`config.mk`:
```
export PLATFORM = sky130hd
export DESIGN_NAME = reg_file_flat
export DESIGN_NICKNAME = d
export VERILOG_FILES = /design/src/rv_pkg.sv /design/src/lane_result_if.sv /design/src/reg_file.sv /design/src/flat_wrapper.sv
export SDC_FILE = /design/constraint.sdc
export NUM_CORES = 2
export LEC_CHECK = 0
export BUFFER_PORTS_ARGS = -buffer_cell sky130_fd_sc_hd__buf_2
export CAP_MARGIN = 5
export CORE_ASPECT_RATIO = 0.5
export CORE_MARGIN = 2
export CORE_UTILIZATION = 39
export CTS_CLUSTER_SIZE = 10
export DETAILED_ROUTE_END_ITERATION = 10
export PLACE_DENSITY = 0.62
export SLEW_MARGIN = 15
export SYNTH_ARGS = -nofsm -noshare
export SYNTH_HDL_FRONTEND = slang
export SYNTH_SLANG_ARGS = --single-unit
```
`constraint.sdc`:
```
create_clock -name clk -period 1.9 [get_ports clk]
set_input_delay 0.285 -clock clk [delete_from_list [all_inputs] [get_ports clk]]
set_output_delay 0.285 -clock clk [all_outputs]
set_load 0.02 [all_outputs]
```
`src/rv_pkg.sv`:
```
/*
 * Shared widths and encodings of the dual-issue integer core.
 * Only the RV32I register-register and register-immediate ALU ops are encoded.
 */
`default_nettype none

package rv_pkg;

	localparam int XLEN       = 32;
	localparam int REG_ADDR_W = 5;
	localparam int INSTR_W    = 32;
	localparam int FETCH_W    = 2 * INSTR_W;
	localparam int ALU_OP_W   = 4;

	// ALU operation codes
	localparam logic [ALU_OP_W-1:0] ALU_ADD = 4'd0;
	localparam logic [ALU_OP_W-1:0] ALU_SUB = 4'd1;
	localparam logic [ALU_OP_W-1:0] ALU_AND = 4'd2;
	localparam logic [ALU_OP_W-1:0] ALU_OR  = 4'd3;
	localparam logic [ALU_OP_W-1:0] ALU_XOR = 4'd4;
	localparam logic [ALU_OP_W-1:0] ALU_SLL = 4'd5;
	localparam logic [ALU_OP_W-1:0] ALU_SRL = 4'd6;
	localparam logic [ALU_OP_W-1:0] ALU_SLT = 4'd7;

	// Major opcodes
	localparam logic [6:0] OPC_OP     = 7'b0110011;
	localparam logic [6:0] OPC_OP_IMM = 7'b0010011;

	// funct3, shared by R-type and I-type forms
	localparam logic [2:0] F3_ADD = 3'b000;
	localparam logic [2:0] F3_SLL = 3'b001;
	localparam logic [2:0] F3_SLT = 3'b010;
	localparam logic [2:0] F3_XOR = 3'b100;
	localparam logic [2:0] F3_SRL = 3'b101;
	localparam logic [2:0] F3_OR  = 3'b110;
	localparam logic [2:0] F3_AND = 3'b111;

	localparam logic [6:0] F7_BASE = 7'b0000000;
	localparam logic [6:0] F7_SUB  = 7'b0100000;

	// ADDI x0, x0, 0
	localparam logic [INSTR_W-1:0] NOP_INSTR = 32'h0000_0013;

	typedef union packed {
		struct packed {
			logic [6:0]            funct7;
			logic [REG_ADDR_W-1:0] rs2;
			logic [REG_ADDR_W-1:0] rs1;
			logic [2:0]            funct3;
			logic [REG_ADDR_W-1:0] rd;
			logic [6:0]            opcode;
		} r;
		struct packed {
			logic [11:0]           imm12;
			logic [REG_ADDR_W-1:0] rs1;
			logic [2:0]            funct3;
			logic [REG_ADDR_W-1:0] rd;
			logic [6:0]            opcode;
		} i;
	} rv_instr_u;

endpackage

`default_nettype wire

```
`src/lane_result_if.sv`:
```
/*
 * Execute and writeback results of one lane. An en is set only for a valid
 * instruction that writes a nonzero rd.
 */
`default_nettype none

interface lane_result_if
	import rv_pkg::*;
();
	logic                  ex_en;
	logic [REG_ADDR_W-1:0] ex_rd;
	logic [XLEN-1:0]       ex_data;
	logic                  wb_en;
	logic [REG_ADDR_W-1:0] wb_rd;
	logic [XLEN-1:0]       wb_data;

	modport prod (output ex_en, ex_rd, ex_data, wb_en, wb_rd, wb_data);
	modport cons (input ex_en, ex_rd, ex_data, wb_en, wb_rd, wb_data);

endinterface

`default_nettype wire

```
`src/reg_file.sv`:
```
/*
 * 31 integer registers, x0 hard-wired to zero. Reads are combinational and
 * see no same-cycle write, the bypass network covers that case.
 */
`default_nettype none

module reg_file
	import rv_pkg::*;
(
	input  wire logic                  clk,
	input  wire logic                  i_rst_n,
	input  wire logic [REG_ADDR_W-1:0] i_rs_addr_0a,
	input  wire logic [REG_ADDR_W-1:0] i_rs_addr_0b,
	input  wire logic [REG_ADDR_W-1:0] i_rs_addr_1a,
	input  wire logic [REG_ADDR_W-1:0] i_rs_addr_1b,
	output logic      [XLEN-1:0]       o_rs_data_0a,
	output logic      [XLEN-1:0]       o_rs_data_0b,
	output logic      [XLEN-1:0]       o_rs_data_1a,
	output logic      [XLEN-1:0]       o_rs_data_1b,
	lane_result_if.cons                res0,
	lane_result_if.cons                res1
);

	logic [XLEN-1:0] regs [1:31];

	always_ff @(posedge clk or negedge i_rst_n) begin
		if (!i_rst_n) begin
			for (int k = 1; k < 32; k++)
				regs[k] <= '0;
		end else begin
			if (res0.wb_en)
				regs[res0.wb_rd] <= res0.wb_data;
			// Lane 1 is younger and overrides lane 0 on the same rd
			if (res1.wb_en)
				regs[res1.wb_rd] <= res1.wb_data;
		end
	end

	assign o_rs_data_0a = (i_rs_addr_0a == '0) ? '0 : regs[i_rs_addr_0a];
	assign o_rs_data_0b = (i_rs_addr_0b == '0) ? '0 : regs[i_rs_addr_0b];
	assign o_rs_data_1a = (i_rs_addr_1a == '0) ? '0 : regs[i_rs_addr_1a];
	assign o_rs_data_1b = (i_rs_addr_1b == '0) ? '0 : regs[i_rs_addr_1b];

endmodule

`default_nettype wire

```
`src/flat_wrapper.sv`:
```
// flat-port wrapper written by rule: the top's interface ports become plain ports
module reg_file_flat import rv_pkg::*;
  (clk, i_rst_n, i_rs_addr_0a, i_rs_addr_0b, i_rs_addr_1a, i_rs_addr_1b, o_rs_data_0a, o_rs_data_0b, o_rs_data_1a, o_rs_data_1b, res0_ex_en, res0_ex_rd, res0_ex_data, res0_wb_en, res0_wb_rd, res0_wb_data, res1_ex_en, res1_ex_rd, res1_ex_data, res1_wb_en, res1_wb_rd, res1_wb_data);
  lane_result_if res0_i ();
  lane_result_if res1_i ();
  input  wire logic clk;
  input  wire logic i_rst_n;
  input  wire logic [REG_ADDR_W-1:0] i_rs_addr_0a;
  input  wire logic [REG_ADDR_W-1:0] i_rs_addr_0b;
  input  wire logic [REG_ADDR_W-1:0] i_rs_addr_1a;
  input  wire logic [REG_ADDR_W-1:0] i_rs_addr_1b;
  output logic      [XLEN-1:0] o_rs_data_0a;
  output logic      [XLEN-1:0] o_rs_data_0b;
  output logic      [XLEN-1:0] o_rs_data_1a;
  output logic      [XLEN-1:0] o_rs_data_1b;
  input wire logic [$bits(res0_i.ex_en)-1:0] res0_ex_en;
  input wire logic [$bits(res0_i.ex_rd)-1:0] res0_ex_rd;
  input wire logic [$bits(res0_i.ex_data)-1:0] res0_ex_data;
  input wire logic [$bits(res0_i.wb_en)-1:0] res0_wb_en;
  input wire logic [$bits(res0_i.wb_rd)-1:0] res0_wb_rd;
  input wire logic [$bits(res0_i.wb_data)-1:0] res0_wb_data;
  input wire logic [$bits(res1_i.ex_en)-1:0] res1_ex_en;
  input wire logic [$bits(res1_i.ex_rd)-1:0] res1_ex_rd;
  input wire logic [$bits(res1_i.ex_data)-1:0] res1_ex_data;
  input wire logic [$bits(res1_i.wb_en)-1:0] res1_wb_en;
  input wire logic [$bits(res1_i.wb_rd)-1:0] res1_wb_rd;
  input wire logic [$bits(res1_i.wb_data)-1:0] res1_wb_data;
  assign res0_i.ex_en = res0_ex_en;
  assign res0_i.ex_rd = res0_ex_rd;
  assign res0_i.ex_data = res0_ex_data;
  assign res0_i.wb_en = res0_wb_en;
  assign res0_i.wb_rd = res0_wb_rd;
  assign res0_i.wb_data = res0_wb_data;
  assign res1_i.ex_en = res1_ex_en;
  assign res1_i.ex_rd = res1_ex_rd;
  assign res1_i.ex_data = res1_ex_data;
  assign res1_i.wb_en = res1_wb_en;
  assign res1_i.wb_rd = res1_wb_rd;
  assign res1_i.wb_data = res1_wb_data;
  reg_file u_core (.clk(clk), .i_rst_n(i_rst_n), .i_rs_addr_0a(i_rs_addr_0a), .i_rs_addr_0b(i_rs_addr_0b), .i_rs_addr_1a(i_rs_addr_1a), .i_rs_addr_1b(i_rs_addr_1b), .o_rs_data_0a(o_rs_data_0a), .o_rs_data_0b(o_rs_data_0b), .o_rs_data_1a(o_rs_data_1a), .o_rs_data_1b(o_rs_data_1b), .res0(res0_i), .res1(res1_i));
endmodule
```
==> qor.csv <==
metric;value;unit
status;complete, but fails checks;
violations;setup timing;
clock-root-buffer;clkbuf_16;
mappedNetlistArea;80320;um^2
netlist-cell-type-count;41;
synthArstFlopShare;100.0;%
clock_latency;0.77;ns
largest_register;u_core.regs;
critical_path.max_stage_delay;0.49;ns
crit_path_start_kind;register;
core;204100;um^2
netlist_instances;8389;
p_leak;0.04508;uW
drive_above_1_share;26.77;%
yosysTopAreaCellShare;30.91;%
port_buffers;225;
finalMaxSlewViolations;0;
remaining_drc_errors;0;
r2r_cells;4;
drt_iter0_markers;12214;
clockBufferDepth;3;
r2r-start;u_core.regs[687];
dpl-instance-area;92710;um^2
r2r-end;u_core.regs[687];
design_area;99540;um^2
wl_per_cell;33.17;um
ir_drop;0.7647;mV
viasPerCell;6.650;
tritoncts.num_buffers;114;
overflow;0;
synth_nets;8563;
die_h;324.9;um
ys_seq_elements;992;
holdPathStages;3;
final_nets;8917;
numPlacedInstances;11350;
ys.flop_type;dfrtp_1;
fin_crit_sh;142.8;%
grt_pass1_wl;543700;um
yosys.area.top_type;dfrtp_1;
synth_area_leaders;dfrtp_1 31%, mux2i_1 28%, mux4_2 7.2%;
fmax;368.5;MHz
worst_clock_skew;0;ns
hold_class;input port to register;
power_density;912.8;nW/um^2
relSlewSlack;34.23;%
startpoint;u_core.regs[757];
drt_pass1_iterations;9;
r2r_setup_slack;0.91;ns
endpoint_kind;output pin;
antenna_found_initial;42;
cts_tree;yes;
clk_pin_slew;0.07;ns
synth_edf_count;0;
p_total;90870;uW
setup_viol;128;
crit_required;1.62;ns
io_pins;302;
num_vias;76885;
num_rows;117;
die-area;209800;um^2
initial_core_util;39.36;%
rsz0062_at_grt;true;
final_cells;11561;
largest_register_ffs;992;
cp_slowest_cell;mux4_2;
clock-sinks;992;
grt_max_degree;100;
crit_chain;buf_6 -> mux4_2 -> mux2_4 -> nand2_2 -> a211oi_2 -> buf_4;
grt.total_usage;35.42;%
fin_crit;2.713;ns
worst_pin_slew;0.9790;ns
area_growth_syn_to_layout;23.94;%
syn_avg_cell_area;9.574;um^2
cts.htree.levels;3;
die_x;645.8;um
critPathKind;register to output pin;
cp.arrival;2.43;ns
worst_slack;-0.8134;ns
drtAntennaViolNets;0;
top_regs;u_core.regs x992;
crit_fanout;4;
synth_warnings;0;
routabilityCongestion;1.021;
ys_seq_area_share;30.91;%
finalHoldViolations;0;
grt_pass1_vias;73289;
endpoint;o_rs_data_0a[21];
hpwl;268700;um
wl;383500;um
cap_viol_max_count;0;
## per-layer routing
| layer | global-route usage, % | up-vias | part of all wire [%] |
|---|---|---|---|
| li1 | - | 31756 | - |
| met1 | 47.18 | 37869 | 39 |
| met2 | 49.75 | 5980 | 41 |
| met3 | 10.21 | 1276 | 13 |
| met4 | 23.55 | 4 | 7.2 |
| met5 | 0 | - | 0.0086 |
## placed cells by master (no fill, tap or decap), drive strengths merged
cell         count
mux2           256
dfrtp          992
nand2          647
buf           1190
mux4           256
or3              1
nor2b            4
dlygate4sd3      3
a21oi          512
inv              1
o21ai          480
and3             3
a221o          128
nand3b           7
nand2b          16
a22oi          128
nor3b            9
or2              8
and3b           11
mux2i         2272
nor2           799
or3b             5
o22ai          384
nand3          131
clkbuf         150
a211oi         128
diode           43
nor3           129
clkinv           3
nor4           128
## power breakdown
| group | leakage [uW] | total (uW) | internal (uW) | switching, uW |
|---|---|---|---|---|
| registers | 0.0120 | 34900 | 26800 | 8130 |
| clock network | 0.00158 | 21200 | 11400 | 9800 |
| logic | 0.0315 | 34700 | 17700 | 17000 |
| total | 0.0451 | 90900 | 55900 | 34900 |
## cell families after synthesis
logic type / synth area share, %
AOI/OAI and AO/OA: 13.68
buffers and inverters: 6.079
DFF: 30.91
muxes: 39.08
and+or+nand+nor: 10.25
## cell usage after synthesis (3+ instances only)
cell / n
a211oi_1: 44
a211oi_2: 84
a21oi_1: 512
a221o_1: 128
a22oi_1: 128
and3_1: 3
and3b_1: 11
buf_1: 35
buf_12: 15
buf_2: 389
buf_4: 77
buf_6: 15
buf_8: 13
clkbuf_1: 396
clkbuf_2: 15
dfrtp_1: 992
mux2_2: 256
mux2i_1: 2272
mux4_2: 256
nand2_1: 647
nand2b_1: 16
nand3_1: 130
nand3b_1: 4
nand3b_4: 3
nor2_1: 768
nor2_2: 17
nor2_4: 10
nor2_8: 4
nor2b_1: 4
nor3_1: 129
nor3b_1: 6
nor3b_2: 3
nor4_1: 128
o21ai_0: 220
o21ai_1: 260
o22ai_1: 384
or2_1: 4
or2_2: 4
or3b_1: 5
## final cells by class
cell class | instances | area (um^2)
timing repair buffer | 1193 | 13850
multi-input combinational | 6442 | 54070
sequential | 992 | 24870
antenna | 43 | 107.6
fill | 18557 | 104500
clock buffer | 150 | 3181
tap | 2737 | 3425
clock inverter | 4 | 38.79
## what timing repair did
action	CTS	global route
pin swaps	139	44
gates resized for setup	730	119
endpoints found under the hold margin	699	0
setup endpoints to repair	128	128
hold buffers	3	0
setup buffers	33	6
## critical path, delay by kind of cell (launching register included)
kind | cells | cell delay, ns
DFF | 1 | 0.40
and+or+nand+nor | 1 | 0.08
muxes | 2 | 0.78
buffers and inverters | 2 | 0.32
AOI/OAI and AO/OA | 1 | 0.08
## stage by stage
stage               setup TNS (ns)  worst slack [ns]  hold WS [ns]  util (%)
finish                      -90.91           -0.8134       0.04822     48.78
global route                -94.89           -0.8396       0.05258     48.77
CTS                         -92.89           -0.8835      0.009313     48.47
detailed placement          -75.13           -0.7981        0.1842     45.43
global placement            -70.59           -0.8187        0.1863     45.43
floorplan                   -1.227          -0.02786      -0.01059         -
## how the worst min path moves through the flow
stage	from	endpoint	slack (ns)
global placement	i_rst_n	u_core.regs[651]	0.19
detailed placement	i_rst_n	u_core.regs[651]	0.18
CTS	res1_wb_data[1]	u_core.regs[961]	0.009
floorplan	i_rst_n	u_core.regs[0]	-0.01
finish	res1_wb_data[19]	u_core.regs[691]	0.05
global route	res1_wb_data[10]	u_core.regs[650]	0.05
No activity file was read; power rests on OpenSTA's default activity.
