**config.mk**
```make
export PLATFORM = sky130hd
export DESIGN_NAME = operand_bypass_flat
export DESIGN_NICKNAME = d
export VERILOG_FILES = /design/src/rv_pkg.sv /design/src/lane_decode_if.sv /design/src/lane_result_if.sv /design/src/operand_bypass.sv /design/src/flat_wrapper.sv
export SDC_FILE = /design/constraint.sdc
export NUM_CORES = 1
export LEC_CHECK = 0
export BUFFER_PORTS_ARGS = -buffer_cell sky130_fd_sc_hd__buf_2
export CELL_PAD_IN_SITES_DETAIL_PLACEMENT = 0
export CELL_PAD_IN_SITES_GLOBAL_PLACEMENT = 1
export CORE_AREA = 2 2 156 188
export DETAILED_ROUTE_END_ITERATION = 8
export DIE_AREA = 0 0 158 190
export PLACE_DENSITY_LB_ADDON = 0.15
export SKIP_LAST_GASP = 1
export SYNTH_ARGS = -nofsm -noshare
export SYNTH_HDL_FRONTEND = slang
export SYNTH_SLANG_ARGS = --single-unit
```
**constraint.sdc**
```tcl
create_clock -name vclk -period 1.67
set_input_delay 0.0835 -clock vclk [all_inputs]
set_output_delay 0.0835 -clock vclk [all_outputs]
set_load 0.005 [all_outputs]
```
**src/rv_pkg.sv**
```systemverilog
/*
 * Shared widths and encodings of the dual-issue integer core.
 * Only the RV32I register-register and register-immediate ALU ops are encoded.
 */
`default_nettype none

package rv_pkg;

	localparam int XLEN       = 32;
	localparam int REG_ADDR_W = 5;
	localparam int INSTR_W    = 32;
	localparam int FETCH_W    = 2 * INSTR_W;
	localparam int ALU_OP_W   = 4;

	// ALU operation codes
	localparam logic [ALU_OP_W-1:0] ALU_ADD = 4'd0;
	localparam logic [ALU_OP_W-1:0] ALU_SUB = 4'd1;
	localparam logic [ALU_OP_W-1:0] ALU_AND = 4'd2;
	localparam logic [ALU_OP_W-1:0] ALU_OR  = 4'd3;
	localparam logic [ALU_OP_W-1:0] ALU_XOR = 4'd4;
	localparam logic [ALU_OP_W-1:0] ALU_SLL = 4'd5;
	localparam logic [ALU_OP_W-1:0] ALU_SRL = 4'd6;
	localparam logic [ALU_OP_W-1:0] ALU_SLT = 4'd7;

	// Major opcodes
	localparam logic [6:0] OPC_OP     = 7'b0110011;
	localparam logic [6:0] OPC_OP_IMM = 7'b0010011;

	// funct3, shared by R-type and I-type forms
	localparam logic [2:0] F3_ADD = 3'b000;
	localparam logic [2:0] F3_SLL = 3'b001;
	localparam logic [2:0] F3_SLT = 3'b010;
	localparam logic [2:0] F3_XOR = 3'b100;
	localparam logic [2:0] F3_SRL = 3'b101;
	localparam logic [2:0] F3_OR  = 3'b110;
	localparam logic [2:0] F3_AND = 3'b111;

	localparam logic [6:0] F7_BASE = 7'b0000000;
	localparam logic [6:0] F7_SUB  = 7'b0100000;

	// ADDI x0, x0, 0
	localparam logic [INSTR_W-1:0] NOP_INSTR = 32'h0000_0013;

	typedef union packed {
		struct packed {
			logic [6:0]            funct7;
			logic [REG_ADDR_W-1:0] rs2;
			logic [REG_ADDR_W-1:0] rs1;
			logic [2:0]            funct3;
			logic [REG_ADDR_W-1:0] rd;
			logic [6:0]            opcode;
		} r;
		struct packed {
			logic [11:0]           imm12;
			logic [REG_ADDR_W-1:0] rs1;
			logic [2:0]            funct3;
			logic [REG_ADDR_W-1:0] rd;
			logic [6:0]            opcode;
		} i;
	} rv_instr_u;

endpackage

`default_nettype wire

```
**src/lane_decode_if.sv**
```systemverilog
/*
 * One decoded lane. Valid comes from issue control, the rest from the decoder.
 */
`default_nettype none

interface lane_decode_if
	import rv_pkg::*;
();
	logic                  valid;
	logic [ALU_OP_W-1:0]   alu_op;
	logic [REG_ADDR_W-1:0] rd;
	logic                  rd_en;
	logic [REG_ADDR_W-1:0] rs1;
	logic [REG_ADDR_W-1:0] rs2;
	logic                  use_imm;
	logic [XLEN-1:0]       imm;

	modport dec (output alu_op, rd, rd_en, rs1, rs2, use_imm, imm);
	// Issue control sees the register fields to detect an in-pair dependency
	modport issue (output valid, input rd, rd_en, rs1, rs2, use_imm);
	modport byp (input rs1, rs2, use_imm);
	modport ex (input valid, alu_op, rd, rd_en, use_imm, imm);

endinterface

`default_nettype wire

```
**src/lane_result_if.sv**
```systemverilog
/*
 * Execute and writeback results of one lane. An en is set only for a valid
 * instruction that writes a nonzero rd.
 */
`default_nettype none

interface lane_result_if
	import rv_pkg::*;
();
	logic                  ex_en;
	logic [REG_ADDR_W-1:0] ex_rd;
	logic [XLEN-1:0]       ex_data;
	logic                  wb_en;
	logic [REG_ADDR_W-1:0] wb_rd;
	logic [XLEN-1:0]       wb_data;

	modport prod (output ex_en, ex_rd, ex_data, wb_en, wb_rd, wb_data);
	modport cons (input ex_en, ex_rd, ex_data, wb_en, wb_rd, wb_data);

endinterface

`default_nettype wire

```
**src/operand_bypass.sv**
```systemverilog
/*
 * Operand selection for both lanes. Priority follows age, youngest first.
 * There is no in-pair forwarding because a dependent pair is split before it gets here.
 */
`default_nettype none

module operand_bypass
	import rv_pkg::*;
(
	lane_decode_if.byp           dec0,
	lane_decode_if.byp           dec1,
	input  wire logic [XLEN-1:0] i_rf_data_0a,
	input  wire logic [XLEN-1:0] i_rf_data_0b,
	input  wire logic [XLEN-1:0] i_rf_data_1a,
	input  wire logic [XLEN-1:0] i_rf_data_1b,
	lane_result_if.cons          res0,
	lane_result_if.cons          res1,
	output logic      [XLEN-1:0] o_op_a_0,
	output logic      [XLEN-1:0] o_op_b_0,
	output logic      [XLEN-1:0] o_op_a_1,
	output logic      [XLEN-1:0] o_op_b_1
);

	function automatic logic [XLEN-1:0] select_operand(
		input logic [REG_ADDR_W-1:0] rs,
		input logic [XLEN-1:0]       rf_data
	);
		logic [XLEN-1:0] val;
		if (rs == '0)
			val = '0;
		else if (res1.ex_en && (res1.ex_rd == rs))
			val = res1.ex_data;
		else if (res0.ex_en && (res0.ex_rd == rs))
			val = res0.ex_data;
		else if (res1.wb_en && (res1.wb_rd == rs))
			val = res1.wb_data;
		else if (res0.wb_en && (res0.wb_rd == rs))
			val = res0.wb_data;
		else
			val = rf_data;
		return val;
	endfunction

	always_comb begin
		o_op_a_0 = select_operand(dec0.rs1, i_rf_data_0a);
		o_op_a_1 = select_operand(dec1.rs1, i_rf_data_1a);
		// Immediate lanes take their second operand in the ALU stage
		o_op_b_0 = dec0.use_imm ? '0 : select_operand(dec0.rs2, i_rf_data_0b);
		o_op_b_1 = dec1.use_imm ? '0 : select_operand(dec1.rs2, i_rf_data_1b);
	end

endmodule

`default_nettype wire

```
**src/flat_wrapper.sv**
```systemverilog
// flat-port wrapper written by rule: the top's interface ports become plain ports
module operand_bypass_flat import rv_pkg::*;
  (i_rf_data_0a, i_rf_data_0b, i_rf_data_1a, i_rf_data_1b, o_op_a_0, o_op_b_0, o_op_a_1, o_op_b_1, dec0_rs1, dec0_rs2, dec0_use_imm, dec1_rs1, dec1_rs2, dec1_use_imm, res0_ex_en, res0_ex_rd, res0_ex_data, res0_wb_en, res0_wb_rd, res0_wb_data, res1_ex_en, res1_ex_rd, res1_ex_data, res1_wb_en, res1_wb_rd, res1_wb_data);
  lane_decode_if dec0_i ();
  lane_decode_if dec1_i ();
  lane_result_if res0_i ();
  lane_result_if res1_i ();
  input  wire logic [XLEN-1:0] i_rf_data_0a;
  input  wire logic [XLEN-1:0] i_rf_data_0b;
  input  wire logic [XLEN-1:0] i_rf_data_1a;
  input  wire logic [XLEN-1:0] i_rf_data_1b;
  output logic      [XLEN-1:0] o_op_a_0;
  output logic      [XLEN-1:0] o_op_b_0;
  output logic      [XLEN-1:0] o_op_a_1;
  output logic      [XLEN-1:0] o_op_b_1;
  input wire logic [$bits(dec0_i.rs1)-1:0] dec0_rs1;
  input wire logic [$bits(dec0_i.rs2)-1:0] dec0_rs2;
  input wire logic [$bits(dec0_i.use_imm)-1:0] dec0_use_imm;
  input wire logic [$bits(dec1_i.rs1)-1:0] dec1_rs1;
  input wire logic [$bits(dec1_i.rs2)-1:0] dec1_rs2;
  input wire logic [$bits(dec1_i.use_imm)-1:0] dec1_use_imm;
  input wire logic [$bits(res0_i.ex_en)-1:0] res0_ex_en;
  input wire logic [$bits(res0_i.ex_rd)-1:0] res0_ex_rd;
  input wire logic [$bits(res0_i.ex_data)-1:0] res0_ex_data;
  input wire logic [$bits(res0_i.wb_en)-1:0] res0_wb_en;
  input wire logic [$bits(res0_i.wb_rd)-1:0] res0_wb_rd;
  input wire logic [$bits(res0_i.wb_data)-1:0] res0_wb_data;
  input wire logic [$bits(res1_i.ex_en)-1:0] res1_ex_en;
  input wire logic [$bits(res1_i.ex_rd)-1:0] res1_ex_rd;
  input wire logic [$bits(res1_i.ex_data)-1:0] res1_ex_data;
  input wire logic [$bits(res1_i.wb_en)-1:0] res1_wb_en;
  input wire logic [$bits(res1_i.wb_rd)-1:0] res1_wb_rd;
  input wire logic [$bits(res1_i.wb_data)-1:0] res1_wb_data;
  assign dec0_i.rs1 = dec0_rs1;
  assign dec0_i.rs2 = dec0_rs2;
  assign dec0_i.use_imm = dec0_use_imm;
  assign dec1_i.rs1 = dec1_rs1;
  assign dec1_i.rs2 = dec1_rs2;
  assign dec1_i.use_imm = dec1_use_imm;
  assign res0_i.ex_en = res0_ex_en;
  assign res0_i.ex_rd = res0_ex_rd;
  assign res0_i.ex_data = res0_ex_data;
  assign res0_i.wb_en = res0_wb_en;
  assign res0_i.wb_rd = res0_wb_rd;
  assign res0_i.wb_data = res0_wb_data;
  assign res1_i.ex_en = res1_ex_en;
  assign res1_i.ex_rd = res1_ex_rd;
  assign res1_i.ex_data = res1_ex_data;
  assign res1_i.wb_en = res1_wb_en;
  assign res1_i.wb_rd = res1_wb_rd;
  assign res1_i.wb_data = res1_wb_data;
  operand_bypass u_core (.dec0(dec0_i), .dec1(dec1_i), .i_rf_data_0a(i_rf_data_0a), .i_rf_data_0b(i_rf_data_0b), .i_rf_data_1a(i_rf_data_1a), .i_rf_data_1b(i_rf_data_1b), .res0(res0_i), .res1(res1_i), .o_op_a_0(o_op_a_0), .o_op_b_0(o_op_b_0), .o_op_a_1(o_op_a_1), .o_op_b_1(o_op_b_1));
endmodule
```
==> reports/metrics.yaml <==
place:
  portBuffers: 430
  gp_congestion: 1.05
  place_area_um2: 11500
  dp_hpwl_um: 42600
  pre_cts_slack_ns: -0.687
die:
  start_util_pct: 26.4
  die_h_um: 190
  dieArea_um2: 30000
  ios: 430
  rows: 68
  core_um2: 28400
  die_w_um: 158
yosys:
  yosysUniqueCellTypes: 34
  post-synth-top-area-cell: "a31oi_1"
  synth_commonest_cells: "131 x nor3_1, 128 x a31oi_1, 102 x clkbuf_1"
  synthAdderAreaFrac_pct: 0
  synth_top_family_by_area: "compound AO/OA/AOI/OAI gates"
  yosysMostFrequentCell: "nor3_1"
  synth_top_area_share_pct: 10.7
  yosys-top-cells-area: "a31oi_1 11%, nor3_1 8.7%, o311ai_1 7.4%, o32ai_1 7.4%, a211oi_1 6.4%"
  synth_compound_area_share_pct: 48.4
  yosysSeqAreaShare_pct: 0
  synth.cell_area_um2: 7510
  synth-simple-area-share_pct: 28.2
  synthCells: 1212
  yosysWarnings: 0
  synth_nets: 1514
  muxShareOfSynthArea_pct: 0
  synth.avg_cell_area_um2: 6.19
  synth_xor_xnor_area_share_pct: 9.33
setup_path:
  required_ns: 1.59
  startpoint_type: "input pin"
  crit_chain: "buf_8 -> buf_8 -> xor2_4 -> nor4_4 -> buf_6 -> buf_12 -> buf_16 -> buf_6 -> and3_4 -> o311ai_2 -> a31oi_1 -> buf_2"
  crit_path_end_kind: "output port"
  cp.arrival_ns: 2.02
  critPathMaxFanout: 4
  slowest_stage: "a31oi_1"
  critPathMaxStageDelay_ns: 0.28
  critical_path_buf_inv_count: 7
  critPathLaunch: "res0_wb_rd[3]"
  setup.worst_path.class: "input pin to output port"
  cp_top_family: "buffers and inverters"
power:
  p_clk_share_pct: 0
  p_sw_share_pct: 53.0
  seqPwrFrac_pct: 0
  ir_drop_mv: 0.157
  pwr-share-comb_pct: 100.0
  power.internal_mw: 2.10
  power_density_nw_per_um2: 262
  power.static_leakage_nw: 6.76
  p_sw_mw: 2.37
sta:
  finalSetupTns_ns: -36.37
  fmax_ghz: 0.476
  whs_ns: 0.560
  hold_viol: 0
  report.final.slew_viol_count: 0
  setup_viol: 128
  fin_crit_sh_pct: 126
  slew_headroom_pct: 65.5
  rsz0062_at_grt: "yes"
  layout_setup_ws_ns: -0.433
  fin_crit_ns: 2.10
  tightest_slew_ns: 0.517
drt:
  wl_per_cell_um: 32.1
  antenna_left: 0
  routed_wl_um: 69700
  drt_iter0_drc: 1790
  drc_errors: 0
  vias: 14500
  vias_per_cell: 6.69
  firstDrtPassIters: 6
cells_and_area:
  drive_gt1_share_pct: 63.9
  postLayoutCellArea_um2: 17100
  regArea_um2: 0
  synthToLayoutAreaGrowth_pct: 127
  final_nets: 2075
  nClkBuffers: 0
  seq_cells: 0
worst_hold_path:
  hold_path_startpoint: "res0_ex_data[6]"
  hold_path.class: "input pin to output port"
global_route:
  antenna_found_initial: 10
  grt_max_degree: 65
  grt_pass1_wl_um: 92900
  grt_usage_pct: 41.9
  grt-ovfl-total: 0
  grt_pass1_vias: 13900
run:
  drv_cap: 0
outcome:
  outcome: "finished, violations left"
  violations: "setup timing"
clock_network:
  hold_buffers: 0
cell type report:
type                            instances  area [um^2]
Timing Repair Buffer                  741         6800
Multi-Input combinational cell        966         9510
Fill cell                            2630        11400
Antenna cell                           11         27.5
Tap cell                              385          482
Inverter                               64          240
cells by family (layout without fill, tap and decap cells):
family | after synthesis | after routing
buf+inv | 246 | 805
simple gates | 372 | 372
xor+xnor | 80 | 80
compound gates | 514 | 514
other cells | 0 | 11
worst min-delay path, cell delays in order:
cell and delay (ns):
buf_2 0.14, nand2_1 0.06, a31oi_1 0.07, buf_2 0.12
what timing repair did:
item,in CTS,in global routing
cloned,41,14
buffers inserted,40,37
pin swaps,191,137
gates resized for setup,380,328
setup endpoints to repair,128,128
hold endpoints to repair,0,0
power groups by stage:
stage	sequential, mW	clock (mW)	combinational, mW
floorplan	0	0	1.27
global placement	0	0	3.05
detailed placement	0	0	3.04
CTS	0	0	3.85
global route	0	0.000000401	4.57
finish	0	0.000000816	4.46
path summary, 6_finish.rpt:
kind,to,cells past startpoint
hold / removal,o_op_a_0[6],4
setup / recovery,o_op_a_1[21],12
metrics by stage:
stage	total power, mW	utilization, %	instances
3_3_place_gp	3.05	40.5	2041
2_1_floorplan	1.27	-	1212
6_report	4.46	60.0	2167
5_1_grt	4.57	59.9	2161
3_5_place_dp	3.04	40.5	2041
4_1_cts	3.85	52.5	2120
cells in the final DEF, fill, tap and decap left out, types with 12 or more instances in the layout:
master / Yosys / final
a211oi_1: 64 / 21
a211oi_2: 0 / 26
a211oi_4: 0 / 17
a21boi_0: 57 / 14
a21boi_1: 7 / 19
a21boi_2: 0 / 24
a31oi_1: 128 / 83
a31oi_2: 0 / 21
a31oi_4: 0 / 24
and3_1: 69 / 26
and3_4: 0 / 42
buf_12: 0 / 84
buf_16: 0 / 24
buf_2: 61 / 397
buf_4: 4 / 143
buf_6: 5 / 61
buf_8: 0 / 14
clkbuf_16: 0 / 12
inv_1: 64 / 64
nand2_1: 70 / 65
nand3b_1: 64 / 64
nor3_1: 131 / 88
nor3_2: 0 / 37
o21ai_0: 64 / 51
o22ai_1: 64 / 32
o22ai_2: 0 / 18
o22ai_4: 0 / 14
o311ai_1: 63 / 16
o311ai_2: 0 / 29
o311ai_4: 0 / 19
o32ai_1: 63 / 25
o32ai_2: 1 / 36
xnor2_1: 34 / 23
xor2_1: 46 / 33
per-layer routing:
layer  wire length, um  GRT usage [%]  vias up
met2             31300           68.4     1303
met3              7370           8.88      375
met4              6380           27.2        2
met1             24600           49.2     6923
met5                 9              0        -
li1                  -              -     5904
Note: power is estimated with default switching activity, not from simulation.
