===== src/rv_pkg.sv =====
/*
 * Shared widths and encodings of the dual-issue integer core.
 * Only the RV32I register-register and register-immediate ALU ops are encoded.
 */
`default_nettype none

package rv_pkg;

	localparam int XLEN       = 32;
	localparam int REG_ADDR_W = 5;
	localparam int INSTR_W    = 32;
	localparam int FETCH_W    = 2 * INSTR_W;
	localparam int ALU_OP_W   = 4;

	// ALU operation codes
	localparam logic [ALU_OP_W-1:0] ALU_ADD = 4'd0;
	localparam logic [ALU_OP_W-1:0] ALU_SUB = 4'd1;
	localparam logic [ALU_OP_W-1:0] ALU_AND = 4'd2;
	localparam logic [ALU_OP_W-1:0] ALU_OR  = 4'd3;
	localparam logic [ALU_OP_W-1:0] ALU_XOR = 4'd4;
	localparam logic [ALU_OP_W-1:0] ALU_SLL = 4'd5;
	localparam logic [ALU_OP_W-1:0] ALU_SRL = 4'd6;
	localparam logic [ALU_OP_W-1:0] ALU_SLT = 4'd7;

	// Major opcodes
	localparam logic [6:0] OPC_OP     = 7'b0110011;
	localparam logic [6:0] OPC_OP_IMM = 7'b0010011;

	// funct3, shared by R-type and I-type forms
	localparam logic [2:0] F3_ADD = 3'b000;
	localparam logic [2:0] F3_SLL = 3'b001;
	localparam logic [2:0] F3_SLT = 3'b010;
	localparam logic [2:0] F3_XOR = 3'b100;
	localparam logic [2:0] F3_SRL = 3'b101;
	localparam logic [2:0] F3_OR  = 3'b110;
	localparam logic [2:0] F3_AND = 3'b111;

	localparam logic [6:0] F7_BASE = 7'b0000000;
	localparam logic [6:0] F7_SUB  = 7'b0100000;

	// ADDI x0, x0, 0
	localparam logic [INSTR_W-1:0] NOP_INSTR = 32'h0000_0013;

	typedef union packed {
		struct packed {
			logic [6:0]            funct7;
			logic [REG_ADDR_W-1:0] rs2;
			logic [REG_ADDR_W-1:0] rs1;
			logic [2:0]            funct3;
			logic [REG_ADDR_W-1:0] rd;
			logic [6:0]            opcode;
		} r;
		struct packed {
			logic [11:0]           imm12;
			logic [REG_ADDR_W-1:0] rs1;
			logic [2:0]            funct3;
			logic [REG_ADDR_W-1:0] rd;
			logic [6:0]            opcode;
		} i;
	} rv_instr_u;

endpackage

`default_nettype wire


===== src/lane_decode_if.sv =====
/*
 * One decoded lane. Valid comes from issue control, the rest from the decoder.
 */
`default_nettype none

interface lane_decode_if
	import rv_pkg::*;
();
	logic                  valid;
	logic [ALU_OP_W-1:0]   alu_op;
	logic [REG_ADDR_W-1:0] rd;
	logic                  rd_en;
	logic [REG_ADDR_W-1:0] rs1;
	logic [REG_ADDR_W-1:0] rs2;
	logic                  use_imm;
	logic [XLEN-1:0]       imm;

	modport dec (output alu_op, rd, rd_en, rs1, rs2, use_imm, imm);
	// Issue control sees the register fields to detect an in-pair dependency
	modport issue (output valid, input rd, rd_en, rs1, rs2, use_imm);
	modport byp (input rs1, rs2, use_imm);
	modport ex (input valid, alu_op, rd, rd_en, use_imm, imm);

endinterface

`default_nettype wire


===== src/lane_result_if.sv =====
/*
 * Execute and writeback results of one lane. An en is set only for a valid
 * instruction that writes a nonzero rd.
 */
`default_nettype none

interface lane_result_if
	import rv_pkg::*;
();
	logic                  ex_en;
	logic [REG_ADDR_W-1:0] ex_rd;
	logic [XLEN-1:0]       ex_data;
	logic                  wb_en;
	logic [REG_ADDR_W-1:0] wb_rd;
	logic [XLEN-1:0]       wb_data;

	modport prod (output ex_en, ex_rd, ex_data, wb_en, wb_rd, wb_data);
	modport cons (input ex_en, ex_rd, ex_data, wb_en, wb_rd, wb_data);

endinterface

`default_nettype wire


===== src/alu_lane.sv =====
/*
 * One lane from execute to writeback, two register stages.
 * ex_data is the ALU output of the current execute cycle.
 */
`default_nettype none

module alu_lane
	import rv_pkg::*;
(
	input  wire logic            clk,
	input  wire logic            i_rst_n,
	lane_decode_if.ex            dec,
	input  wire logic [XLEN-1:0] i_op_a,
	input  wire logic [XLEN-1:0] i_op_b,
	lane_result_if.prod          res
);

	localparam int SHAMT_W = $clog2(XLEN);

	logic                  ex_valid;
	logic [ALU_OP_W-1:0]   ex_op;
	logic [REG_ADDR_W-1:0] ex_rd;
	logic                  ex_rd_en;
	logic                  ex_use_imm;
	logic [XLEN-1:0]       ex_a;
	logic [XLEN-1:0]       ex_b;
	logic [XLEN-1:0]       ex_imm;
	logic [XLEN-1:0]       src_b;
	logic [XLEN-1:0]       alu_out;
	logic                  ex_en;

	// Execute stage
	always_ff @(posedge clk or negedge i_rst_n) begin
		if (!i_rst_n) begin
			ex_valid   <= 1'b0;
			ex_op      <= ALU_ADD;
			ex_rd      <= '0;
			ex_rd_en   <= 1'b0;
			ex_use_imm <= 1'b0;
			ex_a       <= '0;
			ex_b       <= '0;
			ex_imm     <= '0;
		end else begin
			ex_valid   <= dec.valid;
			ex_op      <= dec.alu_op;
			ex_rd      <= dec.rd;
			ex_rd_en   <= dec.rd_en;
			ex_use_imm <= dec.use_imm;
			ex_a       <= i_op_a;
			ex_b       <= i_op_b;
			ex_imm     <= dec.imm;
		end
	end

	assign src_b = ex_use_imm ? ex_imm : ex_b;

	always_comb begin
		case (ex_op)
			ALU_SUB: alu_out = ex_a - src_b;
			ALU_AND: alu_out = ex_a & src_b;
			ALU_OR:  alu_out = ex_a | src_b;
			ALU_XOR: alu_out = ex_a ^ src_b;
			ALU_SLL: alu_out = ex_a << src_b[SHAMT_W-1:0];
			ALU_SRL: alu_out = ex_a >> src_b[SHAMT_W-1:0];
			ALU_SLT: alu_out = {{(XLEN-1){1'b0}}, $signed(ex_a) < $signed(src_b)};
			default: alu_out = ex_a + src_b;
		endcase
	end

	assign ex_en       = ex_valid & ex_rd_en;
	assign res.ex_en   = ex_en;
	assign res.ex_rd   = ex_rd;
	assign res.ex_data = alu_out;

	// Writeback stage
	always_ff @(posedge clk or negedge i_rst_n) begin
		if (!i_rst_n) begin
			res.wb_en   <= 1'b0;
			res.wb_rd   <= '0;
			res.wb_data <= '0;
		end else begin
			res.wb_en   <= ex_en;
			res.wb_rd   <= ex_rd;
			res.wb_data <= alu_out;
		end
	end

endmodule

`default_nettype wire


===== src/flat_wrapper.sv =====
// flat-port wrapper written by rule: the top's interface ports become plain ports
module alu_lane_flat import rv_pkg::*;
  (clk, i_rst_n, i_op_a, i_op_b, dec_valid, dec_alu_op, dec_rd, dec_rd_en, dec_use_imm, dec_imm, res_ex_en, res_ex_rd, res_ex_data, res_wb_en, res_wb_rd, res_wb_data);
  lane_decode_if dec_i ();
  lane_result_if res_i ();
  input  wire logic clk;
  input  wire logic i_rst_n;
  input  wire logic [XLEN-1:0] i_op_a;
  input  wire logic [XLEN-1:0] i_op_b;
  input wire logic [$bits(dec_i.valid)-1:0] dec_valid;
  input wire logic [$bits(dec_i.alu_op)-1:0] dec_alu_op;
  input wire logic [$bits(dec_i.rd)-1:0] dec_rd;
  input wire logic [$bits(dec_i.rd_en)-1:0] dec_rd_en;
  input wire logic [$bits(dec_i.use_imm)-1:0] dec_use_imm;
  input wire logic [$bits(dec_i.imm)-1:0] dec_imm;
  output wire logic [$bits(res_i.ex_en)-1:0] res_ex_en;
  output wire logic [$bits(res_i.ex_rd)-1:0] res_ex_rd;
  output wire logic [$bits(res_i.ex_data)-1:0] res_ex_data;
  output wire logic [$bits(res_i.wb_en)-1:0] res_wb_en;
  output wire logic [$bits(res_i.wb_rd)-1:0] res_wb_rd;
  output wire logic [$bits(res_i.wb_data)-1:0] res_wb_data;
  assign dec_i.valid = dec_valid;
  assign dec_i.alu_op = dec_alu_op;
  assign dec_i.rd = dec_rd;
  assign dec_i.rd_en = dec_rd_en;
  assign dec_i.use_imm = dec_use_imm;
  assign dec_i.imm = dec_imm;
  assign res_ex_en = res_i.ex_en;
  assign res_ex_rd = res_i.ex_rd;
  assign res_ex_data = res_i.ex_data;
  assign res_wb_en = res_i.wb_en;
  assign res_wb_rd = res_i.wb_rd;
  assign res_wb_data = res_i.wb_data;
  alu_lane u_core (.clk(clk), .i_rst_n(i_rst_n), .dec(dec_i), .i_op_a(i_op_a), .i_op_b(i_op_b), .res(res_i));
endmodule

===== config.mk =====
export PLATFORM = sky130hd
export DESIGN_NAME = alu_lane_flat
export DESIGN_NICKNAME = d
export VERILOG_FILES = /design/src/rv_pkg.sv /design/src/lane_decode_if.sv /design/src/lane_result_if.sv /design/src/alu_lane.sv /design/src/flat_wrapper.sv
export SDC_FILE = /design/constraint.sdc
export NUM_CORES = 1
export LEC_CHECK = 0
export BUFFER_PORTS_ARGS = -buffer_cell sky130_fd_sc_hd__buf_2
export CORE_AREA = 2 2 190 136
export CTS_BUF_LIST = sky130_fd_sc_hd__clkbuf_8 sky130_fd_sc_hd__clkbuf_16
export CTS_CLUSTER_SIZE = 12
export DETAILED_ROUTE_END_ITERATION = 16
export DIE_AREA = 0 0 192 138
export GPL_TIMING_DRIVEN = 0
export PLACE_DENSITY = 0.72
export SYNTH_ARGS = -nofsm -noshare
export SYNTH_HDL_FRONTEND = slang
export SYNTH_SLANG_ARGS = --single-unit

===== constraint.sdc =====
create_clock -name clk -period 13 [get_ports clk]
set_clock_uncertainty 0.2 [all_clocks]
set_input_delay 1.3 -clock clk [delete_from_list [all_inputs] [get_ports clk]]
set_output_delay 1.3 -clock clk [all_outputs]
set_load 0.01 [all_outputs]

==> results.py <==
metrics = {
    "global_routing": {
        "grt_overflow": 0,
        "antenna_found_initial": 2,
        "track_usage_pct": 45.6,
        "grt_pass1_vias": 12518,
        "grt_start_max_net_pins": 77,
        "grt_pass1_wl_um": 86600,
    },
    "placement": {
        "dpl-instance-area_um2": 13800,
        "gp_congestion": 1.13,
        "place_hpwl_um": 47500,
        "io_buffers": 185,
    },
    "min_path": {
        "hold_path_class": "reg -> reg",
        "hold_depth": 0,
    },
    "drt": {
        "detail_route.vias_per_cell": 6.86,
        "vias": 13557,
        "wl_per_cell_um": 30.7,
        "detail-route-antenna-nets": 0,
        "drt_pass1_iterations": 6,
        "drc": 0,
        "drtIter0Drc": 2103,
        "drt_wl_total_um": 60800,
    },
    "outcome": {
        "status": "finished, final reports clean",
    },
    "timing": {
        "max_freq_mhz": 119,
        "fin_setup_tns_ns": 0,
        "hold_viol_final": 0,
        "period_needed_ns": 8.39,
        "worst_slew_pin_slew_ns": 1.30,
        "grt_setup_unrepaired": "no",
        "setup_viol": 0,
        "fin_crit_sh_pct": 64.5,
        "relSlewSlack_pct": 13.2,
        "final-max-slew-violation-count": 0,
    },
    "setup_path": {
        "rr_worst_depth": 15,
        "reg2reg_to": "u_core.res.wb_data[0]",
        "worstPathArrival_ns": 6.89,
        "critPathMaxFanout": 10,
        "required_ns": 11.50,
        "rrSetupSlack_ns": 6.38,
        "r2r_start": "u_core.ex_use_imm",
        "endpoint_kind": "output pin",
        "crit_end": "res_ex_data[0]",
        "startpoint": "u_core.ex_use_imm",
        "critical_path_class": "reg -> out",
        "cp-start-kind": "register",
    },
    "final_layout": {
        "drive_gt1_share_pct": 18.2,
        "design_area_um2": 14400,
        "fin_nets": 1850,
        "num-fill-cells": 2287,
        "final_util_pct": 57.6,
        "areaGrowthSynthToFinish_pct": 16.1,
    },
    "cts": {
        "cts_buffers": 17,
        "clockBufferDepth": 2,
        "clkTransAtPathRegs_ns": 0.07,
        "clk_latency_ns": 0.46,
        "htreeDepth": 4,
        "cts_resized": 0,
        "hold_buffers": 0,
        "post-cts-setup-buffers": 0,
        "cts_tree": "done",
        "cts.sinks": 146,
        "cts_root_buf": "clkbuf_16",
    },
    "logic_synthesis": {
        "ys_ff_latch": 146,
        "syn_nets": 1644,
        "synth_ff_type": "dfrtp_1",
        "syn-instance-count": 1425,
        "syn_avg_cell_area_um2": 8.71,
        "synth_enable_flop_cells": 0,
        "synth_area_um2": 12400,
        "seq_area_frac_synth_pct": 29.4,
        "async_flop_share_pct": 100,
        "ys_warn_count": 0,
        "synth.distinct_cells": 84,
    },
    "job": {
        "cap_viol_max_count": 0,
    },
    "die": {
        "io-pin-count": 186,
        "fp.dieH_um": 138,
        "core_um2": 25000,
        "num_rows": 49,
        "start_util_pct": 49.6,
        "die_w_um": 192,
        "dieArea_um2": 26500,
    },
    "power_and_ir_drop": {
        "leakage_nw": 6.77,
        "ir_drop_uv": 115,
        "powerDensity_nw_per_um2": 118,
        "design_power_total_mw": 1.70,
    },
}
final cells by class:
cell class,count,area (um^2),share of cell area [%]
Buffer,94,415,2.88
Timing Repair Buffer,187,971,6.74
Clock inverter,15,170,1.18
Antenna cell,2,5.00,0.0347
Tap cell,331,414,2.87
Inverter,87,327,2.27
Sequential cell,146,3650,25.4
Clock buffer,17,425,2.95
Multi-Input combinational cell,1098,8030,55.7
metrics by stage:
stage               std cells  setup WS, ns  hold slack (ns)
finish                   1977          4.61            0.171
global route             1975          4.48            0.194
CTS                      1974          5.03            0.176
detailed placement       1942          5.54            0.157
global placement         1941          5.55            0.157
floorplan                1425          7.41            0.216
worst min-delay path by stage:
stage	start	endpoint	slack [ns]
after floorplan	u_core.res.ex_rd[0]	u_core.res.wb_rd[0]	0.22
after global placement	u_core.res.ex_rd[4]	u_core.res.wb_rd[4]	0.16
after detailed placement	u_core.res.ex_rd[4]	u_core.res.wb_rd[4]	0.16
after CTS	u_core.res.ex_rd[4]	u_core.res.wb_rd[4]	0.18
after global routing	u_core.res.ex_rd[1]	u_core.res.wb_rd[1]	0.19
final	u_core.res.ex_rd[4]	u_core.res.wb_rd[4]	0.17
placed cells by master (no fill, tap or decap), types with 9 or more instances in the layout:
cell	synthesis	final
nor2b_1	11	11
a221o_1	13	13
a221oi_1	35	35
xnor2_1	11	11
buf_2	20	204
nor2_1	133	133
and3_1	9	9
nor3_1	15	14
dfrtp_1	146	146
o22ai_1	9	9
a31oi_1	16	16
nand2b_1	16	16
ha_1	107	107
o21ai_0	85	85
o211ai_1	23	23
a211oi_1	23	23
nand4_1	12	12
clkbuf_1	55	55
mux4_2	18	18
clkbuf_16	0	17
mux2i_1	112	112
a21o_1	22	22
xor2_1	11	11
a21oi_1	97	97
buf_1	12	12
inv_1	84	85
nand3_1	32	32
o221ai_1	10	10
o21bai_1	10	10
o21a_1	10	10
nand2_1	129	129
a32oi_1	9	9
flip-flops by register name (all words and copies together), names as in the netlist, 4 cells and up:
name,cells
u_core.res.ex_rd,5
u_core.ex_imm,32
u_core.ex_op,4
u_core.res.wb_data,32
u_core.ex_b,32
u_core.res.wb_rd,5
u_core.ex_a,32
report_power, final:
part | switching (mW) | internal, mW
clock network | 0.231 | 0.274
registers | 0.0308 | 0.493
logic | 0.446 | 0.222
kinds of logic (layout without fill, tap and decap cells):
group                      count (synthesis)  after routing  share of synthesized area, %
other                                      0              2                             0
DFF                                      146            146                          29.4
and+or+nand+nor                          391            391                          14.2
adders and majority gates                109            109                          11.1
xor gates and xnor gates                  22             22                          1.55
buffers and inverters                    181            400                          5.98
AOI/OAI and AO/OA                        439            439                          24.5
muxes                                    137            137                          13.2
cells in the mapped netlist (12+ instances only):
cell type  number  area [um^2]
o211ai_1       23          173
dfrtp_1       146         3650
ha_1          107         1340
nor3_1         15         75.1
a31oi_1        16          100
nand3_1        32          160
a21o_1         22          165
a221oi_1       35          307
a211oi_1       23          173
nor2_1        133          499
nand4_1        12         75.1
buf_1          12         45.0
mux4_2         18          405
nand2b_1       16          100
clkbuf_1       55          206
a221o_1        13          130
nand2_1       129          484
mux2i_1       112         1120
buf_2          20          100
inv_1          84          315
o21ai_0        85          425
a21oi_1        97          485
worst max-delay path, stage by stage, from the launching register on:
cell and delay, ns:
dfrtp_1 0.34, buf_6 0.16, buf_1 0.77, clkbuf_1 1.03
mux2i_1 0.38, ha_1 0.28, buf_2 0.18, inv_1 0.11
a21oi_1 0.06, o21ai_0 0.74, nand4_1 0.42, o211ai_1 0.49
o21ai_0 0.40, o21ba_2 0.36, o41ai_1 0.30, nand3_1 0.18
buf_2 0.20
layer usage:
metal / vias up / share of wire, % / track usage, %
li1: 5634 / - / -
met1: 6465 / 40 / 65.0
met4: 2 / 3.6 / 14.1
met5: - / 0.084 / 0
met3: 189 / 18 / 23.4
met2: 1267 / 38 / 59.1
(Power assumes the default switching activity.)
