[src/rv_pkg.sv]
/*
 * Shared widths and encodings of the dual-issue integer core.
 * Only the RV32I register-register and register-immediate ALU ops are encoded.
 */
`default_nettype none

package rv_pkg;

	localparam int XLEN       = 32;
	localparam int REG_ADDR_W = 5;
	localparam int INSTR_W    = 32;
	localparam int FETCH_W    = 2 * INSTR_W;
	localparam int ALU_OP_W   = 4;

	// ALU operation codes
	localparam logic [ALU_OP_W-1:0] ALU_ADD = 4'd0;
	localparam logic [ALU_OP_W-1:0] ALU_SUB = 4'd1;
	localparam logic [ALU_OP_W-1:0] ALU_AND = 4'd2;
	localparam logic [ALU_OP_W-1:0] ALU_OR  = 4'd3;
	localparam logic [ALU_OP_W-1:0] ALU_XOR = 4'd4;
	localparam logic [ALU_OP_W-1:0] ALU_SLL = 4'd5;
	localparam logic [ALU_OP_W-1:0] ALU_SRL = 4'd6;
	localparam logic [ALU_OP_W-1:0] ALU_SLT = 4'd7;

	// Major opcodes
	localparam logic [6:0] OPC_OP     = 7'b0110011;
	localparam logic [6:0] OPC_OP_IMM = 7'b0010011;

	// funct3, shared by R-type and I-type forms
	localparam logic [2:0] F3_ADD = 3'b000;
	localparam logic [2:0] F3_SLL = 3'b001;
	localparam logic [2:0] F3_SLT = 3'b010;
	localparam logic [2:0] F3_XOR = 3'b100;
	localparam logic [2:0] F3_SRL = 3'b101;
	localparam logic [2:0] F3_OR  = 3'b110;
	localparam logic [2:0] F3_AND = 3'b111;

	localparam logic [6:0] F7_BASE = 7'b0000000;
	localparam logic [6:0] F7_SUB  = 7'b0100000;

	// ADDI x0, x0, 0
	localparam logic [INSTR_W-1:0] NOP_INSTR = 32'h0000_0013;

	typedef union packed {
		struct packed {
			logic [6:0]            funct7;
			logic [REG_ADDR_W-1:0] rs2;
			logic [REG_ADDR_W-1:0] rs1;
			logic [2:0]            funct3;
			logic [REG_ADDR_W-1:0] rd;
			logic [6:0]            opcode;
		} r;
		struct packed {
			logic [11:0]           imm12;
			logic [REG_ADDR_W-1:0] rs1;
			logic [2:0]            funct3;
			logic [REG_ADDR_W-1:0] rd;
			logic [6:0]            opcode;
		} i;
	} rv_instr_u;

endpackage

`default_nettype wire

[src/lane_decode_if.sv]
/*
 * One decoded lane. Valid comes from issue control, the rest from the decoder.
 */
`default_nettype none

interface lane_decode_if
	import rv_pkg::*;
();
	logic                  valid;
	logic [ALU_OP_W-1:0]   alu_op;
	logic [REG_ADDR_W-1:0] rd;
	logic                  rd_en;
	logic [REG_ADDR_W-1:0] rs1;
	logic [REG_ADDR_W-1:0] rs2;
	logic                  use_imm;
	logic [XLEN-1:0]       imm;

	modport dec (output alu_op, rd, rd_en, rs1, rs2, use_imm, imm);
	// Issue control sees the register fields to detect an in-pair dependency
	modport issue (output valid, input rd, rd_en, rs1, rs2, use_imm);
	modport byp (input rs1, rs2, use_imm);
	modport ex (input valid, alu_op, rd, rd_en, use_imm, imm);

endinterface

`default_nettype wire

[src/pair_issue_ctrl.sv]
/*
 * Fetch PC and pair register. Fetch returns the pair in the same cycle.
 * A split pair refetches its second word, so the PC may be 4-aligned only.
 */
`default_nettype none

module pair_issue_ctrl
	import rv_pkg::*;
#(
	parameter logic [XLEN-1:0] RESET_PC = '0
)
(
	input  wire logic               clk,
	input  wire logic               i_rst_n,
	input  wire logic [FETCH_W-1:0] i_fetch_instr,
	output logic      [XLEN-1:0]    o_fetch_pc,
	output logic      [INSTR_W-1:0] o_instr_0,
	output logic      [INSTR_W-1:0] o_instr_1,
	lane_decode_if.issue            dec0,
	lane_decode_if.issue            dec1
);

	localparam logic [XLEN-1:0] INSTR_BYTES = XLEN'(INSTR_W / 8);

	logic [XLEN-1:0]    pair_pc;
	logic               pair_valid;
	logic [INSTR_W-1:0] instr_0_q;
	logic [INSTR_W-1:0] instr_1_q;
	logic               split;

	// Lane 1 depends on lane 0, rs2 only counts for the R-type form
	assign split = dec0.rd_en &&
		((dec1.rs1 == dec0.rd) || (!dec1.use_imm && (dec1.rs2 == dec0.rd)));

	assign dec0.valid = pair_valid;
	assign dec1.valid = pair_valid & ~split;

	always_comb begin
		if (!pair_valid)
			o_fetch_pc = RESET_PC;
		else if (split)
			o_fetch_pc = pair_pc + INSTR_BYTES;
		else
			o_fetch_pc = pair_pc + (INSTR_BYTES << 1);
	end

	always_ff @(posedge clk or negedge i_rst_n) begin
		if (!i_rst_n) begin
			pair_valid <= 1'b0;
			pair_pc    <= RESET_PC;
			instr_0_q  <= NOP_INSTR;
			instr_1_q  <= NOP_INSTR;
		end else begin
			pair_valid <= 1'b1;
			pair_pc    <= o_fetch_pc;
			instr_0_q  <= i_fetch_instr[INSTR_W-1:0];
			instr_1_q  <= i_fetch_instr[FETCH_W-1:INSTR_W];
		end
	end

	assign o_instr_0 = instr_0_q;
	assign o_instr_1 = instr_1_q;

endmodule

`default_nettype wire

[src/flat_wrapper.sv]
// flat-port wrapper written by rule: the top's interface ports become plain ports
module pair_issue_ctrl_flat import rv_pkg::*;
#(
	parameter logic [XLEN-1:0] RESET_PC = '0
)
  (clk, i_rst_n, i_fetch_instr, o_fetch_pc, o_instr_0, o_instr_1, dec0_valid, dec0_rd, dec0_rd_en, dec0_rs1, dec0_rs2, dec0_use_imm, dec1_valid, dec1_rd, dec1_rd_en, dec1_rs1, dec1_rs2, dec1_use_imm);
  lane_decode_if dec0_i ();
  lane_decode_if dec1_i ();
  input  wire logic clk;
  input  wire logic i_rst_n;
  input  wire logic [FETCH_W-1:0] i_fetch_instr;
  output logic      [XLEN-1:0] o_fetch_pc;
  output logic      [INSTR_W-1:0] o_instr_0;
  output logic      [INSTR_W-1:0] o_instr_1;
  output wire logic [$bits(dec0_i.valid)-1:0] dec0_valid;
  input wire logic [$bits(dec0_i.rd)-1:0] dec0_rd;
  input wire logic [$bits(dec0_i.rd_en)-1:0] dec0_rd_en;
  input wire logic [$bits(dec0_i.rs1)-1:0] dec0_rs1;
  input wire logic [$bits(dec0_i.rs2)-1:0] dec0_rs2;
  input wire logic [$bits(dec0_i.use_imm)-1:0] dec0_use_imm;
  output wire logic [$bits(dec1_i.valid)-1:0] dec1_valid;
  input wire logic [$bits(dec1_i.rd)-1:0] dec1_rd;
  input wire logic [$bits(dec1_i.rd_en)-1:0] dec1_rd_en;
  input wire logic [$bits(dec1_i.rs1)-1:0] dec1_rs1;
  input wire logic [$bits(dec1_i.rs2)-1:0] dec1_rs2;
  input wire logic [$bits(dec1_i.use_imm)-1:0] dec1_use_imm;
  assign dec0_valid = dec0_i.valid;
  assign dec0_i.rd = dec0_rd;
  assign dec0_i.rd_en = dec0_rd_en;
  assign dec0_i.rs1 = dec0_rs1;
  assign dec0_i.rs2 = dec0_rs2;
  assign dec0_i.use_imm = dec0_use_imm;
  assign dec1_valid = dec1_i.valid;
  assign dec1_i.rd = dec1_rd;
  assign dec1_i.rd_en = dec1_rd_en;
  assign dec1_i.rs1 = dec1_rs1;
  assign dec1_i.rs2 = dec1_rs2;
  assign dec1_i.use_imm = dec1_use_imm;
  pair_issue_ctrl #(.RESET_PC(RESET_PC)) u_core (.clk(clk), .i_rst_n(i_rst_n), .i_fetch_instr(i_fetch_instr), .o_fetch_pc(o_fetch_pc), .o_instr_0(o_instr_0), .o_instr_1(o_instr_1), .dec0(dec0_i), .dec1(dec1_i));
endmodule
[config.mk]
export PLATFORM = sky130hd
export DESIGN_NAME = pair_issue_ctrl_flat
export DESIGN_NICKNAME = d
export VERILOG_FILES = /design/src/rv_pkg.sv /design/src/lane_decode_if.sv /design/src/pair_issue_ctrl.sv /design/src/flat_wrapper.sv
export SDC_FILE = /design/constraint.sdc
export NUM_CORES = 1
export LEC_CHECK = 0
export BUFFER_PORTS_ARGS = -buffer_cell sky130_fd_sc_hd__buf_4
export CORE_MARGIN = 10
export CORE_UTILIZATION = 35
export DETAILED_ROUTE_END_ITERATION = 8
export PLACE_DENSITY = 0.76
export SETUP_SLACK_MARGIN = 0.4
export SYNTH_ARGS = -nofsm -noshare
export SYNTH_HDL_FRONTEND = slang
export SYNTH_SLANG_ARGS = --single-unit
[constraint.sdc]
create_clock -name clk -period 4.2 [get_ports clk]
set_clock_uncertainty 0.2 [all_clocks]
set_input_delay 1.05 -clock clk [delete_from_list [all_inputs] [get_ports clk]]
set_output_delay 1.05 -clock clk [all_outputs]
set_load 0.05 [all_outputs]
==> results.md <==
- After routing, the total negative slack on setup checks comes to 0 ns.
- The post-synth net total is 428.
- After routing the design area is 6743 sq um.
- The max-cap check violation count is 0.
- The post-route worst hold slack is 0.3026 ns.
- The most used flip-flop cell after synthesis is sky130_fd_sc_hd__dfrtp_1.
- The count of clock tree sinks is 97.
- The number of slew-limit violations in the final report is 0.
- The core region is 10940 sq um.
- Row generation in the floorplan step produced 38 rows.
- The fraction of the core area covered by cells at the end of the flow is 61.66%.
- The via count of the first global-routing pass is 3684.
- The final critical path takes up 93.85% of the cycle.
- The largest fanout of any net on the critical path is 4.
- Setup repair after global routing could not meet its margin everywhere.
- The number of antenna violations at the first check in global routing came to 0.
- The total routed wirelength is 13600 microns.
- Sorting the synthesized cells by area gives the leading types as sky130_fd_sc_hd__dfrtp_1, sky130_fd_sc_hd__mux2i_1, sky130_fd_sc_hd__dfstp_2, sky130_fd_sc_hd__nand2_1, sky130_fd_sc_hd__nand2b_1.
- The worst hold path terminates at u_core.pair_pc[0].
- The boundary pin count is 198.
- The die area is 15910 sq um.
- The share of cell area taken by muxes after synthesis is 9.397%.
- The die boundary height is 126.1 microns.
- Summing the areas of all fa, ha and maj instances in the mapped netlist gives 0.6349% of the synthesized area.
- The worst register-to-register path ends at u_core.pair_pc[14].
- Cells with a size suffix above 1 make up 55.17% of the layout.
- The final hold violation count is 0.
- The synthesized netlist devotes 4.127% of its cell area to compound gates.
- The library cells used most frequently in the layout, excluding fill and tap cells, are sky130_fd_sc_hd__buf_4, sky130_fd_sc_hd__dfrtp_1, sky130_fd_sc_hd__nand2_1.
- TritonCTS built the clock tree.
- The completed layout was analyzed and its total power is 2.172 mW.
- Entering global routing, the biggest net connects 87 pins.
- The DRC violation count after routing is 0.
- The gate count of the mapped netlist is 326.
- In this run the remaining antenna-violating nets after routing total 0.
- The worst register-to-register path begins at u_core.pair_pc[2].
- The worst setup path is launched from an input port.
- For flop-to-flop paths, the worst setup slack is 1.66 ns.
- The first global-routing pass estimated 20660 microns of wire.
- The library cell used most frequently in the layout, excluding fill and tap cells, is sky130_fd_sc_hd__buf_4.
- The detailed-route via count is 3403.
- Of all flip-flops after synthesis, the portion carrying an async set or reset was 100.0%.
- For the finished layout, the period the worst path requires is 3.942 ns.
- Clock latency on the worst-skew pair, taken at its later pin, is 0.34 ns.
- The signal on the critical path passes through buf_8 -> xnor2_2 -> nand4_1 -> buf_4 -> o22ai_4 -> buf_6 -> nand2_4 -> o211ai_1 -> buf_4.
- The number of failing setup endpoints in the final timing report is 0.
- 0 antenna diodes ended up in the layout.
- The congestion estimate from routability-driven global placement came to 0.8563.
- By area, the combinational part of the netlist is dominated by simple AND/OR/NAND/NOR gates.
- In this run the most critical hold path is launched from u_core.pair_pc[0].
- The worst min-delay path category is reg2reg.
- The quantity of I/O buffers inserted on ports is 180.
- After synthesis the cells add up to 3941 sq um.
- The highest achievable clock rate is 253.7 MHz.
- The detailed-placement wirelength estimate is 9870 microns.
- Global routing consumed, over all layers together, 16.42% of the routing resources.
- The flow ran to the end, and the final reports show no timing, DRC or antenna violations.
- The worst IR drop on VDD is 0.2832 mV.
- After detailed routing, the number of vias per cell comes to 4.990.
- The number of detailed-routing iterations run before antenna repair is 4.
- The overall overflow remaining after global route is 0.
- The clock transition at the registers of the reported paths is 0.07 ns.
- The average size of a mapped cell is 12.09 sq um.
- The maximum number of buffers from clock root to sink is 2.
- The synthesized netlist devotes 2.444% of its cell area to XOR and XNOR gates.
- Counting flops with a built-in enable in the synthesized netlist gives 0.
- The buffers plus inverters on the worst setup path is 4.
- The wire length per cell after detailed routing is 19.94 microns.
- The largest single stage delay on the critical path is 0.31 ns.
- The largest individual stage delay along the critical path comes from the cell sky130_fd_sc_hd__o211ai_1.
- After the last flow step, the layout net total stands at 639.
- By instance count, the cell type seen most on the critical path is sky130_fd_sc_hd__buf_4.
- STA classifies the critical path endpoint as a primary output.
- In this run, distinct cell masters in the synthesized netlist total 41.
- The relative max-transition margin is 30.55%.
- By startpoint and endpoint, the worst setup path is classified as in2out.
- After Yosys synthesis, and, or, nand and nor cells account for 19.43% of the synthesized area.
- The total number of H-tree levels is 3.
- After synthesis, flip-flops and latches occupy 61.78% of the total area.
- The yosys synthesis warning count is 0.
- The share of Yosys cell area claimed by the top area cell type is 57.78%.
- TritonCTS created 9 clock buffers.
- The biggest area consumer among synthesized cells is sky130_fd_sc_hd__dfrtp_1.
- For the worst setup path, the data required time is 2.95 ns.
- The power per cell area is 322.1 nW/um^2.
- The initial utilization of the core area, before any placement, comes to 36.04%.
- The cell sitting at the root of the clock tree is a sky130_fd_sc_hd__clkbuf_16.
- At the pin with the least slew margin, the transition time is 1.042 ns.
- The die is 126.1 microns wide.
- For this block, the initial DRC count from the detailed router was 134.
- The arrival time at the worst endpoint is 2.69 ns.
- On the critical path the largest part of the delay comes from buffers and inverters.
- The placed instances occupy a cell area of 5694 sq um.
- Counting flops and latches in the post-synthesis netlist gives 97.
- The count of cells along the worst hold path is 1.
- The area overhead of the layout relative to synthesis is 71.08%.
- The number of cells on the worst reg-to-reg path is 7.
- Summed over all cells, the static leakage comes to 3.048 nW.
==> cells in the mapped netlist, types with 3 or more instances <==
library cell and n:
sky130_fd_sc_hd__buf_2 6, sky130_fd_sc_hd__nand3_1 13, sky130_fd_sc_hd__mux2i_1 37, sky130_fd_sc_hd__o21ai_0 4
sky130_fd_sc_hd__nand2_1 42, sky130_fd_sc_hd__nand2b_1 23, sky130_fd_sc_hd__nor2_1 5, sky130_fd_sc_hd__dfrtp_1 91
sky130_fd_sc_hd__dfstp_2 6, sky130_fd_sc_hd__clkbuf_1 9, sky130_fd_sc_hd__nand4_1 23, sky130_fd_sc_hd__xnor2_1 11
sky130_fd_sc_hd__a21oi_1 6, sky130_fd_sc_hd__nor3_1 7, sky130_fd_sc_hd__a211oi_1 3, sky130_fd_sc_hd__and2_1 10
==> flip-flops by register name, summed over array words and instances (netlist names) <==
name,flops
u_core.dec0.valid,1
u_core.o_instr_1,32
u_core.o_instr_0,32
u_core.pair_pc,32
==> per-layer routing <==
| layer | vias to the layer above | GRT usage, % | part of all wire [%] |
|---|---|---|---|
| li1 | 1561 | - | - |
| met1 | 1636 | 16.34 | 33 |
| met2 | 189 | 28.73 | 52 |
| met3 | 17 | 8.683 | 13 |
| met4 | 0 | 5.559 | 1.9 |
| met5 | - | 0 | 0 |
==> area by class of cell <==
type,instances,area (sq um)
inverter,2,11.26
clock buffer,9,225.2
sequential,97,2436
tap,140,175.2
timing repair buffer,216,1856
multi-input combinational,211,1969
clock inverter,7,70.07
fill,829,4193
==> stage by stage <==
step | setup WS [ns] | cells
2_1_floorplan | 0.3453 | 326
3_3_place_gp | 0.1805 | 636
3_5_place_dp | 0.1233 | 636
4_1_cts | 0.2915 | 669
5_1_grt | 0.1850 | 682
6_report | 0.2583 | 682
==> logic make-up (layout without fill, tap and decap cells) <==
group                      Yosys count  after routing
muxes                               37             37
buffers and inverters               18            234
xor gates and xnor gates            11             11
DFF                                 97             97
and+or+nand+nor                    136            136
AOI/OAI and AO/OA                   24             24
other                                1              1
adders and majority gates            2              2
==> worst max-delay path by stage <==
stage / slack (ns) / from / endpoint / cells after the start
floorplan: 0.35 / dec0_rd[4] / o_fetch_pc[11] / 6
global placement: 0.18 / dec0_rd[3] / o_fetch_pc[15] / 7
detailed placement: 0.12 / dec0_rd[4] / o_fetch_pc[22] / 8
CTS: 0.29 / dec1_rs2[3] / o_fetch_pc[22] / 8
global route: 0.18 / dec1_rs2[4] / o_fetch_pc[9] / 9
finish: 0.26 / dec0_rd[3] / o_fetch_pc[9] / 9
==> what timing repair did <==
item / in CTS / in global routing
hold buffers: 0 / 0
endpoints found under the setup margin: 27 / 30
endpoints found under the hold margin: 0 / 0
buffers inserted: 16 / 11
pin swaps: 8 / 13
gates cloned: 1 / 2
gates resized for setup: 76 / 19
==> power by group <==
group,internal (mW),switching [mW]
Combinational,0.140,0.226
Clock,0.421,0.391
Sequential,0.970,0.0234
Power figures use the tool's default switching activity.
